## config.mk

```make
export PLATFORM = sky130hd
export DESIGN_NAME = cdb_arbiter
export DESIGN_NICKNAME = d
export VERILOG_FILES = /design/src/hw/ooo_pkg.sv /design/src/hw/cdb_arbiter.sv
export VERILOG_INCLUDE_DIRS = /design/src /design/src/hw
export SDC_FILE = /design/constraint.sdc
export NUM_CORES = 1
export LEC_CHECK = 0
export BUFFER_PORTS_ARGS = -buffer_cell sky130_fd_sc_hd__buf_2
export CAP_MARGIN = 10
export CORE_AREA = 2 2 80 82
export DETAILED_ROUTE_END_ITERATION = 8
export DIE_AREA = 0 0 82 84
export PLACE_DENSITY_LB_ADDON = 0.25
export SETUP_SLACK_MARGIN = 0.2
export SYNTH_ARGS = -nofsm -noshare
export SYNTH_HDL_FRONTEND = slang
export SYNTH_SLANG_ARGS = --single-unit
```

## constraint.sdc

```tcl
create_clock -name vclk -period 2.34
set_input_delay 0.351 -clock vclk [all_inputs]
set_output_delay 0.351 -clock vclk [all_outputs]
set_load 0.1 [all_outputs]
```

## src/hw/ooo_backend_macros.svh

```systemverilog
/*
  Sizes of the execution back end.
  ROB_SIZE must be a power of two because the pointers wrap by overflow.
  MULT_STAGES must be at least 2.
  ZERO_REG is never written at commit.
*/
`ifndef OOO_BACKEND_MACROS_SVH
`define OOO_BACKEND_MACROS_SVH

// data path
`define XLEN		64		// operand and result width

// reorder buffer
`define ROB_SIZE	8		// entries, power of two

// architectural registers
`define ARF_SIZE	32		// register count
`define ZERO_REG	31		// hardwired zero, commits with no write

// multiplier
`define MULT_STAGES	3		// registered stages, issue to result

`endif

```

## src/hw/ooo_pkg.sv

```systemverilog
/*
  Shared types of the back end.
  Widths follow the sizes in ooo_backend_macros.svh.
  rob_idx_t carries no wrap bit. The reorder buffer keeps that bit inside.
*/
`include "ooo_backend_macros.svh"

package ooo_pkg;

	// operand or result word
	typedef logic [`XLEN-1:0] word_t;

	// architectural register number
	typedef logic [$clog2(`ARF_SIZE)-1:0] arf_idx_t;

	// slot in the reorder buffer
	typedef logic [$clog2(`ROB_SIZE)-1:0] rob_idx_t;

	// integer unit operations
	typedef enum logic [1:0] {
		ALU_ADD = 2'b00,		// opa + opb
		ALU_SUB = 2'b01,		// opa - opb
		ALU_AND = 2'b10,		// bitwise and
		ALU_XOR = 2'b11			// bitwise xor
	} alu_func_t;

	// which unit gets the operation
	typedef enum logic {
		FU_ALU  = 1'b0,			// one-cycle integer unit
		FU_MULT = 1'b1			// pipelined multiplier
	} fu_select_t;

endpackage

```

## src/hw/cdb_arbiter.sv

```systemverilog
/*
  Common data bus arbiter, one result per cycle.
  Fixed priority with the multiplier over the ALU. Purely combinational.
  A unit that loses holds its result and asks again next cycle.
*/
`timescale 1ns/1ps

module cdb_arbiter (
	input  logic				alu_result_ready,		// ALU has a result
	input  ooo_pkg::word_t		alu_result_value,
	input  ooo_pkg::rob_idx_t	alu_result_rob_idx,
	input  logic				mult_result_ready,		// multiplier has a result
	input  ooo_pkg::word_t		mult_result_value,
	input  ooo_pkg::rob_idx_t	mult_result_rob_idx,
	output logic				alu_grant,				// ALU result goes on the bus
	output logic				mult_grant,				// multiplier result goes on the bus
	output logic				cdb_valid,				// bus carries a result
	output ooo_pkg::word_t		cdb_value,
	output ooo_pkg::rob_idx_t	cdb_rob_idx
);

////////////////////////////////////////////////////////////////////////////
// grants
////////////////////////////////////////////////////////////////////////////
assign mult_grant = mult_result_ready;							// multiplier first
assign alu_grant  = alu_result_ready & ~mult_result_ready;		// ALU only when bus free

assign cdb_valid = mult_result_ready | alu_result_ready;

// result mux, follows the grant
always_comb begin
	if (mult_grant) begin
		cdb_value   = mult_result_value;
		cdb_rob_idx = mult_result_rob_idx;
	end else begin
		cdb_value   = alu_result_value;		// don't care when nothing is valid
		cdb_rob_idx = alu_result_rob_idx;
	end
end

endmodule

```

**Word level (Yosys, flattened, before mapping)**

Cells that the tools add are included.

- Register bits: 0
- Input port bits: 136
- Output and inout bits: 70
- Logic and storage cells: 5

- Muxes and demuxes: 2
- Bitwise operators: 3

Operator list:

| kind | number |
|---|---|
| $mux W64 | 1 |
| $mux W3 | 1 |
| $and A1 B1 Y1 | 1 |
| $not A1 Y1 | 1 |
| $or A1 B1 Y1 | 1 |

**Longest topological paths before layout**

- Word-level depth: 2
- Gate-level depth with buffers: 4
- Gate-level depth less buffers: 1

**Worst setup path after synthesis**

OpenSTA, ideal clock, no wires.

- Path kind: input to output
- Start: input port mult_result_ready
- End: output port alu_grant
- Arrival time: 2,077 ps
- Data required time: 1,989 ps
- Path slack: -88 ps
- Stages: 4
- Path buffers: 3
- Cells stage by stage: buf_6 buf_6 buf_6 nor2b_1

- Word-level cells in the longest chain between the ends: 2

RTL lines:

| element | line | text |
|---|---|---|
| from (decl) | cdb_arbiter.sv:12 | `input logic mult_result_ready,` |
| $not A1 Y1 | cdb_arbiter.sv:26 | `assign alu_grant = alu_result_ready & ~mult_result_ready;` |
| $and A1 B1 Y1 | cdb_arbiter.sv:26 |  |
| to (decl) | cdb_arbiter.sv:15 | `output logic alu_grant,` |

Every way passes these cells.

**Worst setup path in the final report**

- Start: input port mult_result_ready
- End: output port cdb_value[43]

- Word-level cells in the longest chain between the ends: 1

RTL lines:

| element | line | text |
|---|---|---|
| $mux W64 | cdb_arbiter.sv:32 | `if (mult_grant) begin` |
| to (decl) | cdb_arbiter.sv:18 | `output ooo_pkg::word_t cdb_value,` |

Every way passes these cells.

==> key figures <==
Place
  – IO Port Bufs: 206
  – Global placer's final weighted congestion: around 0.76
  – DP Cell Count: about 350
  – DP HPWL: between 4000 and 5000 um
  – Post-place setup slack: 0.5807 ns
  – DP Area: 2983 sq um

Routing
  – Wire per inst: roughly 14 um
  – Total number of vias: 1407
  – DR iter-0 viols: 17
  – Met2 wire len: 2504 um
  – Router iterations before antenna repair: 2
  – Drt drc: 0
  – Via-to-Cell Ratio: about 4
  – Highest routed layer: met3
  – M1 WL: 1785 um
  – Remaining antenna violation count after routing: 0
  – WL final: 4942 um
  – Metal3 WL: 653 um

Worst setup path
  – CP most frequent cell: buf_12
  – CP Buf/Inv Count: 3
  – CP Launch Type: input port
  – CP cell instances: buf_2 -> buf_12 -> mux2_2 -> buf_12
  – Crit path largest cell delay: 0.41 ns
  – WS Path Type: in -> out
  – Worst-path maximum fanout: 70
  – Critical path arrival: 1.40 ns
  – Crit path max-delay family: buffers and inverters
  – CP Data Required Time: 1.99 ns
  – Nature of the critical path endpoint: output pin
  – Critical Path Slowest Stage Cell: mux2_2

Yosys
  – Syn Inst Count: 78
  – Sequential element share of the synthesized area: 0%
  – Netlist cell types: 7
  – Syn_area_per_cell: 11.07 sq um
  – Mapped cell area: 863.3 sq um
  – YS warnings: 0
  – Syn Nets: 214

Finish
  – Fin area: 2983 sq um
  – Antenna diodes: 0
  – P&R area growth vs syn: 245.5%
  – Multi-input gate area: 799.5 sq um
  – Nets@finish: 414
  – Commonest non-fill, non-tap cell in the layout: buf_2
  – Register area: 0 sq um
  – Commonest non-fill, non-tap cells in the layout: buf_2 (137), buf_12 (70), mux2_2 (59)
  – Layout cell share with drive strength beyond 1: approximately 100%
  – Filler cell count: 544
  – Layout clock buffer count: 0
  – Non-filler cells, final: roughly 350
  – FFs & Latches: 0

Timing
  – Final period util: 75.01%
  – Final setup fails: 0
  – Worst Tran Pin Value: between 0.4 and 0.5 ns
  – Fmax: 569.7 MHz
  – Setup_tns: 0 ns
  – Min Tclk post-route: 1.755 ns
  – Unrepaired setup endpoints after global routing: false
  – Hold Vio Cnt, Final: 0
  – Slew Limit Fails: 0
  – Final worst-path setup slack: 0.5847 ns
  – Max_slew headroom: 67.88%

Pwr
  – Pleak: roughly 1.5 nW
  – Power Total: 1.385 mW
  – P per Cell Area: 464.3 nW/um^2
  – Worst vdd ir: around 250 uV

GRT
  – Largest net degree at the start of global routing: 71
  – GRT Overall Usage: 12.79%
  – Initial antenna violation count: 0
  – Congestion Overflow GR: 0
  – Global-route wire length before repair: 7072 um
  – Vias in the first global route: 1487

Clocking
  – Resized Gates After CTS: 0
  – Cts hold-fix bufs: 0
  – Post-CTS Setup Repair Bufs: 0

Run
  – Max_cap viols: 0

Die
  – Starting Density: between 10% and 20%
  – Die ar.: approximately 7000 sq um
  – Horiz. Die Dim: 82 um
  – Row count: 29
  – Core area: between 6000 and 7000 sq um
  – IO Count: 206
  – Die height: 84 um

Outcome
  – Outcome: finished, final reports clean

Min path
  – Worst hold-check path type: in -> out
final timing paths:
path	start	slack (ns)	cells past startpoint	to
worst max-delay path	mult_result_ready	0.58	4	cdb_value[43]
worst min-delay path	mult_result_value[62]	1.09	3	cdb_value[62]
metal layers:
layer / global-route usage, % / vias up
met4: 0 / 0
met5: 0 / -
met3: 3.139 / 0
li1: - / 689
met2: 24.98 / 120
met1: 14.35 / 598
cells by family (layout without fill, tap and decap cells):
| kind of cell | count (synthesis) | in the layout | synth area share [%] |
|---|---|---|---|
| buffers and inverters | 9 | 207 | 7.681 |
| and+or+nand+nor | 2 | 2 | 1.450 |
| muxes | 67 | 67 | 90.87 |
stage by stage:
stage | util [%] | hold slack (ns)
6_report | 48.93 | 1.089
3_5_place_dp | 48.93 | 1.089
3_3_place_gp | 48.93 | 1.089
2_1_floorplan | - | 0.9135
5_1_grt | 48.93 | 1.098
4_1_cts | 48.93 | 1.092
worst min-delay path, cell delays in order:
cell and delay [ns]:
buf_2 0.08, mux2_4 0.14, buf_12 0.16
area by class of cell:
class,instances,share of cell area (%)
Multi-Input combinational cell,69,26.80
Tap cell,77,3.230
Timing Repair Buffer,207,69.97
Yosys cell counts:
master / instances / area (sq um)
mux2_4: 8 / 120.1
buf_2: 5 / 25.02
buf_4: 1 / 7.510
nor2b_1: 1 / 6.260
mux2_2: 59 / 664.4
or2_1: 1 / 6.260
buf_6: 3 / 33.78
power breakdown:
group / internal [mW] / switching, mW
Clock: 0 / 0
Combinational: 0.524 / 0.861
Sequential: 0 / 0
Total: 0.524 / 0.861
No activity file was read; power rests on OpenSTA's default activity.
