### config.mk
export PLATFORM = sky130hd
export DESIGN_NAME = reorder_buffer
export DESIGN_NICKNAME = d
export VERILOG_FILES = /design/src/hw/ooo_pkg.sv /design/src/hw/reorder_buffer.sv
export VERILOG_INCLUDE_DIRS = /design/src /design/src/hw
export SDC_FILE = /design/constraint.sdc
export NUM_CORES = 1
export LEC_CHECK = 0
export ABC_CLOCK_PERIOD_IN_PS = 7010
export BUFFER_PORTS_ARGS = -buffer_cell sky130_fd_sc_hd__buf_2
export CAP_MARGIN = 20
export CORE_AREA = 4 4 243 245
export DETAILED_ROUTE_END_ITERATION = 10
export DIE_AREA = 0 0 247 249
export SLEW_MARGIN = 20
export SYNTH_ARGS = -nofsm -noshare
export SYNTH_HDL_FRONTEND = slang
export SYNTH_SLANG_ARGS = --single-unit
### constraint.sdc
create_clock -name clock -period 7.01 [get_ports clock]
set_clock_uncertainty 0.2 [all_clocks]
set_input_delay 0.3505 -clock clock [delete_from_list [all_inputs] [get_ports clock]]
set_output_delay 0.3505 -clock clock [all_outputs]
set_load 0.005 [all_outputs]
### src/hw/ooo_backend_macros.svh
/*
  Sizes of the execution back end.
  ROB_SIZE must be a power of two because the pointers wrap by overflow.
  MULT_STAGES must be at least 2.
  ZERO_REG is never written at commit.
*/
`ifndef OOO_BACKEND_MACROS_SVH
`define OOO_BACKEND_MACROS_SVH

// data path
`define XLEN		64		// operand and result width

// reorder buffer
`define ROB_SIZE	8		// entries, power of two

// architectural registers
`define ARF_SIZE	32		// register count
`define ZERO_REG	31		// hardwired zero, commits with no write

// multiplier
`define MULT_STAGES	3		// registered stages, issue to result

`endif

### src/hw/ooo_pkg.sv
/*
  Shared types of the back end.
  Widths follow the sizes in ooo_backend_macros.svh.
  rob_idx_t carries no wrap bit. The reorder buffer keeps that bit inside.
*/
`include "ooo_backend_macros.svh"

package ooo_pkg;

	// operand or result word
	typedef logic [`XLEN-1:0] word_t;

	// architectural register number
	typedef logic [$clog2(`ARF_SIZE)-1:0] arf_idx_t;

	// slot in the reorder buffer
	typedef logic [$clog2(`ROB_SIZE)-1:0] rob_idx_t;

	// integer unit operations
	typedef enum logic [1:0] {
		ALU_ADD = 2'b00,		// opa + opb
		ALU_SUB = 2'b01,		// opa - opb
		ALU_AND = 2'b10,		// bitwise and
		ALU_XOR = 2'b11			// bitwise xor
	} alu_func_t;

	// which unit gets the operation
	typedef enum logic {
		FU_ALU  = 1'b0,			// one-cycle integer unit
		FU_MULT = 1'b1			// pipelined multiplier
	} fu_select_t;

endpackage

### src/hw/reorder_buffer.sv
/*
  Reorder buffer for the execution back end.
  Entries are allocated at dispatch in program order and steered to a unit.
  Bus results mark an entry done. The head commits one entry per cycle
  once done, earliest the cycle after its bus write.
  The commit side always accepts. ROB_SIZE must be a power of two.
*/
`timescale 1ns/1ps
`include "ooo_backend_macros.svh"

module reorder_buffer (
	input  logic					clock,				// system clock
	input  logic					rst_n,				// async reset, active low
	// dispatch
	input  logic					dispatch_valid,		// operation offered
	input  ooo_pkg::fu_select_t		dispatch_fu,		// target unit
	input  ooo_pkg::alu_func_t		dispatch_func,		// ALU operation
	input  ooo_pkg::word_t			dispatch_opa,		// resolved operands
	input  ooo_pkg::word_t			dispatch_opb,
	input  ooo_pkg::arf_idx_t		dispatch_dest,		// architectural destination
	output logic					dispatch_ready,		// operation can be taken
	// unit status
	input  logic					alu_available,
	input  logic					mult_available,
	// issue
	output logic					alu_issue,			// one-cycle strobes
	output logic					mult_issue,
	output ooo_pkg::alu_func_t		issue_func,
	output ooo_pkg::word_t			issue_opa,
	output ooo_pkg::word_t			issue_opb,
	output ooo_pkg::rob_idx_t		issue_rob_idx,		// allocated entry
	// result bus
	input  logic					cdb_valid,
	input  ooo_pkg::rob_idx_t		cdb_rob_idx,
	input  ooo_pkg::word_t			cdb_value,
	// commit
	output logic					commit_valid,		// head retires this cycle
	output ooo_pkg::rob_idx_t		commit_rob_idx,
	output ooo_pkg::arf_idx_t		commit_dest,
	output ooo_pkg::word_t			commit_value,
	output logic					commit_wr_en		// write unless zero reg
);

localparam int PTR_W = $clog2(`ROB_SIZE);		// index bits, one more for wrap

logic [PTR_W:0]			head;						// oldest entry plus wrap bit
logic [PTR_W:0]			tail;						// next free entry plus wrap bit
ooo_pkg::rob_idx_t		head_idx;
ooo_pkg::rob_idx_t		tail_idx;
logic					full;
logic					empty;
logic					unit_free;					// chosen unit can take it
logic					accept;						// dispatch handshake
logic [`ROB_SIZE-1:0]	done;						// result written back
ooo_pkg::arf_idx_t		ent_dest  [`ROB_SIZE];		// destination per entry
ooo_pkg::word_t			ent_value [`ROB_SIZE];		// result per entry

assign head_idx = head[PTR_W-1:0];
assign tail_idx = tail[PTR_W-1:0];
assign empty    = (head == tail);
assign full     = (head[PTR_W] != tail[PTR_W]) && (head_idx == tail_idx);	// wrapped once

////////////////////////////////////////////////////////////////////////////
// dispatch and issue
////////////////////////////////////////////////////////////////////////////
assign unit_free = (dispatch_fu == ooo_pkg::FU_MULT) ? mult_available : alu_available;

assign dispatch_ready = ~full & unit_free;
assign accept         = dispatch_valid & dispatch_ready;

assign alu_issue     = accept & (dispatch_fu == ooo_pkg::FU_ALU);
assign mult_issue    = accept & (dispatch_fu == ooo_pkg::FU_MULT);
assign issue_func    = dispatch_func;				// multiplier ignores it
assign issue_opa     = dispatch_opa;
assign issue_opb     = dispatch_opb;
assign issue_rob_idx = tail_idx;					// entry allocated this edge

////////////////////////////////////////////////////////////////////////////
// commit
////////////////////////////////////////////////////////////////////////////
assign commit_valid   = ~empty & done[head_idx];
assign commit_rob_idx = head_idx;
assign commit_dest    = ent_dest[head_idx];
assign commit_value   = ent_value[head_idx];
assign commit_wr_en   = commit_valid && (commit_dest != ooo_pkg::arf_idx_t'(`ZERO_REG));

////////////////////////////////////////////////////////////////////////////
// pointers and done flags
////////////////////////////////////////////////////////////////////////////
always_ff @(posedge clock or negedge rst_n) begin
	if (!rst_n) begin
		head <= '0;
		tail <= '0;
		done <= '0;
	end else begin
		if (accept) begin
			tail           <= tail + 1'b1;			// wraps through the extra bit
			done[tail_idx] <= 1'b0;					// new entry waits for its result
		end
		if (cdb_valid) begin
			done[cdb_rob_idx] <= 1'b1;				// never the entry being allocated
		end
		if (commit_valid) begin
			head <= head + 1'b1;					// retire in order
		end
	end
end

// entry payload
always_ff @(posedge clock) begin
	if (accept) begin
		ent_dest[tail_idx] <= dispatch_dest;
	end
	if (cdb_valid) begin
		ent_value[cdb_rob_idx] <= cdb_value;		// result lands by rob tag
	end
end

endmodule

Word level (Yosys, flattened, before mapping)
Memories as Yosys holds them, arrays and structs flattened.
Cells that the tools add are included.
{ "totals": {"wordCells": 44, "out_inout_bits": 210, "n_memories": 2, "latch_bits": 0, "ramBits": 552, "in_bits": 209, "ff_bits": 16, "mem_bits_ro": 0} }
{ "op_classes": {"div_mod_pow": 0, "shift": 0, "n_mul": 0, "add_sub_neg": 2, "eq_ne": 4, "n_bitwise": 11, "n_lt_le_gt_ge": 5, "n_reduce_logical": 4, "mux": 13} }
{ "memory_table": {"columns": ["name", "words", "width", "rd", "rd_clocked_by_memory_dff", "wr", "line", "rtl"], "rows": [
  ["ent_value", 8, 64, 1, 0, 1, "reorder_buffer.sv:56", "ooo_pkg::word_t ent_value [`ROB_SIZE];"],
  ["ent_dest", 8, 5, 1, 0, 1, "reorder_buffer.sv:55", "ooo_pkg::arf_idx_t ent_dest [`ROB_SIZE];"]
]} }
{ "op_table": {"columns": ["op", "n"], "rows": [
  ["8-bit two-way mux", 2],
  ["3-bit by 4-bit less-than comparator with 1-bit output, second input constant", 3],
  ["4-bit by 1-bit adder with 4-bit output, second input constant", 2],
  ["8-bit bitwise AND", 1],
  ["1-bit two-way mux", 8],
  ["8-bit inverter", 1],
  ["8-bit bitwise OR", 1],
  ["1-bit demux with 3-bit select", 2],
  ["3-bit by 1-bit >= comparator with 1-bit output, second input constant", 2],
  ["1-bit bitwise AND", 5],
  ["5-bit != test, second input constant", 1],
  ["4-bit equality test", 1],
  ["1-bit logical AND", 4],
  ["1-bit binary-select mux with 3-bit select", 1],
  ["3-bit equality test", 1],
  ["1-bit inverter", 3],
  ["1-bit != test", 1]
]} }

Depth between registers and ports, before layout
{ "logic_depth": {"ltp_word": 9, "mapped_depth": 7, "ltp_nobuf": 5} }

Worst setup path before layout
OpenSTA, ideal clock, no wires.
{ "synth_timing": {"path_kind": "input to register", "startpoint": "input port cdb_rob_idx[0]", "endpoint": "register done[0]", "path_stages": 4, "t_required_ns": 6.724, "arrival_ns": 5.503, "n_path_buf": 0, "setup_slack_ns": 1.221, "setup_ns": 0.086, "cell_sequence": "nand2b_1 > nor3_1 > or4_1 > o22a_1"} }
{ "synth_between": {"elab_chain_len": 6, "elab_cells_between_ends": 7, "cone_classes": "2 x order compare; 3 x mux; 1 x bitwise; 1 x reduce/logical"} }
{ "synth_rtl": {"columns": ["element", "line", "rtl"], "rows": [
  ["start, declared", "reorder_buffer.sv:34", "input ooo_pkg::rob_idx_t cdb_rob_idx,"],
  ["3-bit by 4-bit less-than comparator with 1-bit output (not written as such) / 3-bit by 1-bit >= comparator with 1-bit output (equally long branches)", "reorder_buffer.sv:101", "done[cdb_rob_idx] <= 1'b1;"],
  ["1-bit logical AND (not written as such)", "reorder_buffer.sv:101", null],
  ["1-bit two-way mux (not written as such)", "reorder_buffer.sv:101", null],
  ["1-bit demux with 3-bit select *", "reorder_buffer.sv:101", null],
  ["8-bit bitwise OR (no source line) *", null, null],
  ["8-bit two-way mux *", "reorder_buffer.sv:100", "if (cdb_valid) begin"],
  ["end signal, assigned", "reorder_buffer.sv:94", "done <= '0;"],
  ["end signal, assigned by index", "reorder_buffer.sv:98", "done[tail_idx] <= 1'b0;"],
  ["end signal, assigned by index", "reorder_buffer.sv:101", null],
  ["end, declared", "reorder_buffer.sv:54", "logic [`ROB_SIZE-1:0] done;"]
]} }
Mark *: on every way between the ends. The rest lies on a longest branch, timed or not.
A chain may end at the register's enable or synchronous reset.

Worst setup path after layout
{ "layout_timing": {"startpoint": "register head[0]", "endpoint": "output port commit_value[2]"} }
{ "layout_between": {"elab_chain_len": 1} }
{ "layout_rtl": {"columns": ["element", "line", "rtl"], "rows": [
  ["start, declared", "reorder_buffer.sv:46", "logic [PTR_W:0] head;"],
  ["start signal, assigned", "reorder_buffer.sv:104", "head <= head + 1'b1;"],
  ["memory 8 x 64 bit", null, null],
  ["end, declared", "reorder_buffer.sv:40", "output ooo_pkg::word_t commit_value,"]
]} }
No other way between the ends.

==> impl_metrics.json <==
{
  "swShare": 0.2710,
  "grt-ovfl-total": 0,
  "worst_skew_pair.late_latency_ns": 0.60,
  "grt_pass1_wl_mm": 78.72,
  "portBuffers": 158,
  "drt_iter0_drc": 722,
  "syn_nets": 1241,
  "htreeDepth": 2,
  "slew_headroom": 0.2858,
  "drtAntennaViolNets": 0,
  "die_w_um": 247,
  "min_period_ns": 4.168,
  "tns_ns": 0,
  "synth-main-ff-cell": "edfxtp_1",
  "dp.cells": 1791,
  "path_clk_slew_ns": 0.06,
  "synthArstFlopShare": 0.02817,
  "dp_hpwl_mm": 32.20,
  "ios": 419,
  "synthTopCellsByArea": "edfxtp_1 73%, mux4_2 14%, buf_4 4.5%",
  "rsz0062_at_grt": "false",
  "grt_pass1_vias": 11076,
  "highest_layer": "met4",
  "power.internal_w": 0.007010,
  "final.fill_count": 4781,
  "drc": 0,
  "num_vias": 10236,
  "fin_cells": 1969,
  "post-route-util": 0.4534,
  "worstPathMaxFanout": 47,
  "via_per_inst": 5.199,
  "synth_edf_count": 552,
  "clockBufferDepth": 3,
  "end_kind": "primary output",
  "syn_avg_cell_area_um2": 21.97,
  "synth_seq_cells": 568,
  "p_leak_nw": 8.471,
  "first_pass_iters": 4,
  "cts-resized-gates": 0,
  "synth_top_area_frac": 0.7325,
  "wl_per_cell_um": 27.53,
  "critical_path_class": "flip-flop to primary output",
  "die_h_um": 249,
  "synth_cell_types": 37,
  "wl_met2_mm": 26.38,
  "wl_met3_mm": 4.448,
  "cts_tree": "built",
  "grt_start_max_net_pins": 59,
  "numCtsBuffers": 59,
  "fin_nets": 1370,
  "synthCells": 1030,
  "start_util": 0.3960,
  "placedInstanceArea_um2": 23370,
  "cpPeakStageDelay_ns": 1.06,
  "drt-met1-wl_mm": 19.91,
  "worst_slew_pin_slew_ns": 1.071,
  "area_delta_synth_final_pct": 14.50,
  "ys_seq_area_frac": 0.7502,
  "finalCritPeriodShare": 0.5946,
  "clock_sinks": 568,
  "ys_warn_count": 0,
  "path_cells": "buf_4 -> mux4_2 -> mux2_2 -> buf_2",
  "timing.final.max_slew_violations": 0,
  "required_ns": 6.46,
  "routed_wl_mm": 54.21,
  "finalSetupViolCount": 0,
  "n_antenna_cell": 0,
  "critPathLaunchType": "flip-flop",
  "crit_arrival_ns": 3.62,
  "core_area_um2": 57140,
  "hold_violations": 0,
  "switchingPower_w": 0.002605,
  "irDropWorstVdd_uv": 220.0,
  "cts_root_buffer": "clkbuf_16",
  "critPathSlowestCell": "dfrtp_4",
  "power_density_nw_per_um2": 371.1,
  "globalRouteTotalUtil": 0.1754,
  "pwr-share-seq": 0.434,
  "place_congestion": 0.7308,
  "die_area_um2": 61500,
  "worstHoldPathType": "primary input to flip-flop",
  "fmax_mhz": 239.9,
  "yosysTopAreaCell": "edfxtp_1",
  "pwr-share-clk": 0.306,
  "num_rows": 88,
  "cap_violations": 0,
  "drive_above_1_share": 0.4003,
  "fin_area_um2": 25910,
  "netlist_area_um2": 22630,
  "grt_antenna_before_repair": 0,
  "outcome": "finished clean",
  "p_comb_frac": 0.260
}
## power by group through the flow
stage / logic (W) / clock network, W / registers (W)
final: 0.00250 / 0.00294 / 0.00417
after global routing: 0.00271 / 0.00318 / 0.00421
after CTS: 0.00258 / 0.00303 / 0.00419
after detailed placement: 0.00253 / 0 / 0.00426
after global placement: 0.00251 / 0 / 0.00425
after floorplan: 0.00193 / 0 / 0.00402
## worst max-delay path: cells and delay by family, from the launching register on
kind	cells	cell delay [ns]
flip-flops	1	1.06
buffers and inverters	2	0.95
multiplexers	2	0.91
## sequential cells by signal, summed over array words and instances, names as in the netlist
register,flops
ent_value,512
ent_dest,40
done,8
head,4
tail,4
## cell usage after synthesis, drive strengths merged, types with 5 or more instances
cell / n
mux4: 140
clkbuf: 22
nand2b: 5
nor3: 5
inv: 5
nor2: 8
xnor2: 8
nand2: 5
mux2: 72
dfrtp: 16
edfxtp: 552
buf: 158
## metal layers
metal	vias up	track usage
li1	4348	-
met1	5371	0.2092
met2	371	0.2812
met3	146	0.05608
met4	0	0.09758
met5	-	0.008744
## kinds of logic (layout without fill, tap and decap cells)
group	after synthesis	count (layout)	share of synthesized area
buf+inv	185	359	0.05485
mux	213	213	0.1758
compound gates	12	12	0.004645
simple gates	41	41	0.009898
xor+xnor	9	9	0.003484
fa+ha+maj	2	2	0.001106
flops	568	568	0.7502
## metrics by stage
step,setup slack (ns),total power [W],hold slack [ns]
after floorplan,1.221,0.005949,-0.1451
after detailed placement,3.340,0.006786,0.09209
after global placement,3.368,0.006759,0.08424
final,2.842,0.009616,0.1599
after global routing,2.509,0.01010,0.1424
after CTS,2.684,0.009793,0.1002
## path summary, 6_finish.rpt
path / to / depth (start not counted) / start / slack [ns]
setup / recovery: commit_value[2] / 4 / head[0] / 2.84
hold / removal: ent_value[1][17] / 3 / cdb_rob_idx[2] / 0.16
setup reg to reg: ent_dest[2][4] / 4 / head[0] / 3.53
hold reg to reg: done[5] / 1 / done[5] / 0.28
max in group asynchronous: head[1] / 3 / rst_n / 5.31
min in group asynchronous: head[3] / 3 / rst_n / 0.72
## layout by cell type (no fill, tap or decap), drive strengths merged, types with 2 or more instances in the layout
cell / instances
nor2b: 2
ha: 2
and2: 2
mux4: 140
inv: 8
o22a: 4
buf: 176
and3: 2
bufinv: 4
dlygate4sd3: 72
nand4: 3
nand3: 2
dfrtp: 16
nor2: 8
a41oi: 3
nand2b: 5
clkbuf: 74
xnor2: 8
edfxtp: 552
a21o: 3
or3: 3
clkinvlp: 3
nor3: 5
clkinv: 22
nand2: 5
mux2: 72
## repair_timing
action                    in CTS  in global routing
hold buffers                  72                  0
setup buffers                  0                  0
hold endpoints to repair     573                  0
## area by class of cell
cell class / instances / area, um^2 / area share
Tap cell: 765 / 957.2 / 0.03694
Clock buffer: 74 / 1543 / 0.05954
Inverter: 5 / 18.77 / 0.0007244
Sequential cell: 568 / 16990 / 0.6556
Clock inverter: 32 / 272.8 / 0.01053
Timing Repair Buffer: 248 / 1659 / 0.06403
Multi-Input combinational cell: 277 / 4472 / 0.1726
Note: power is estimated with default switching activity, not from simulation.
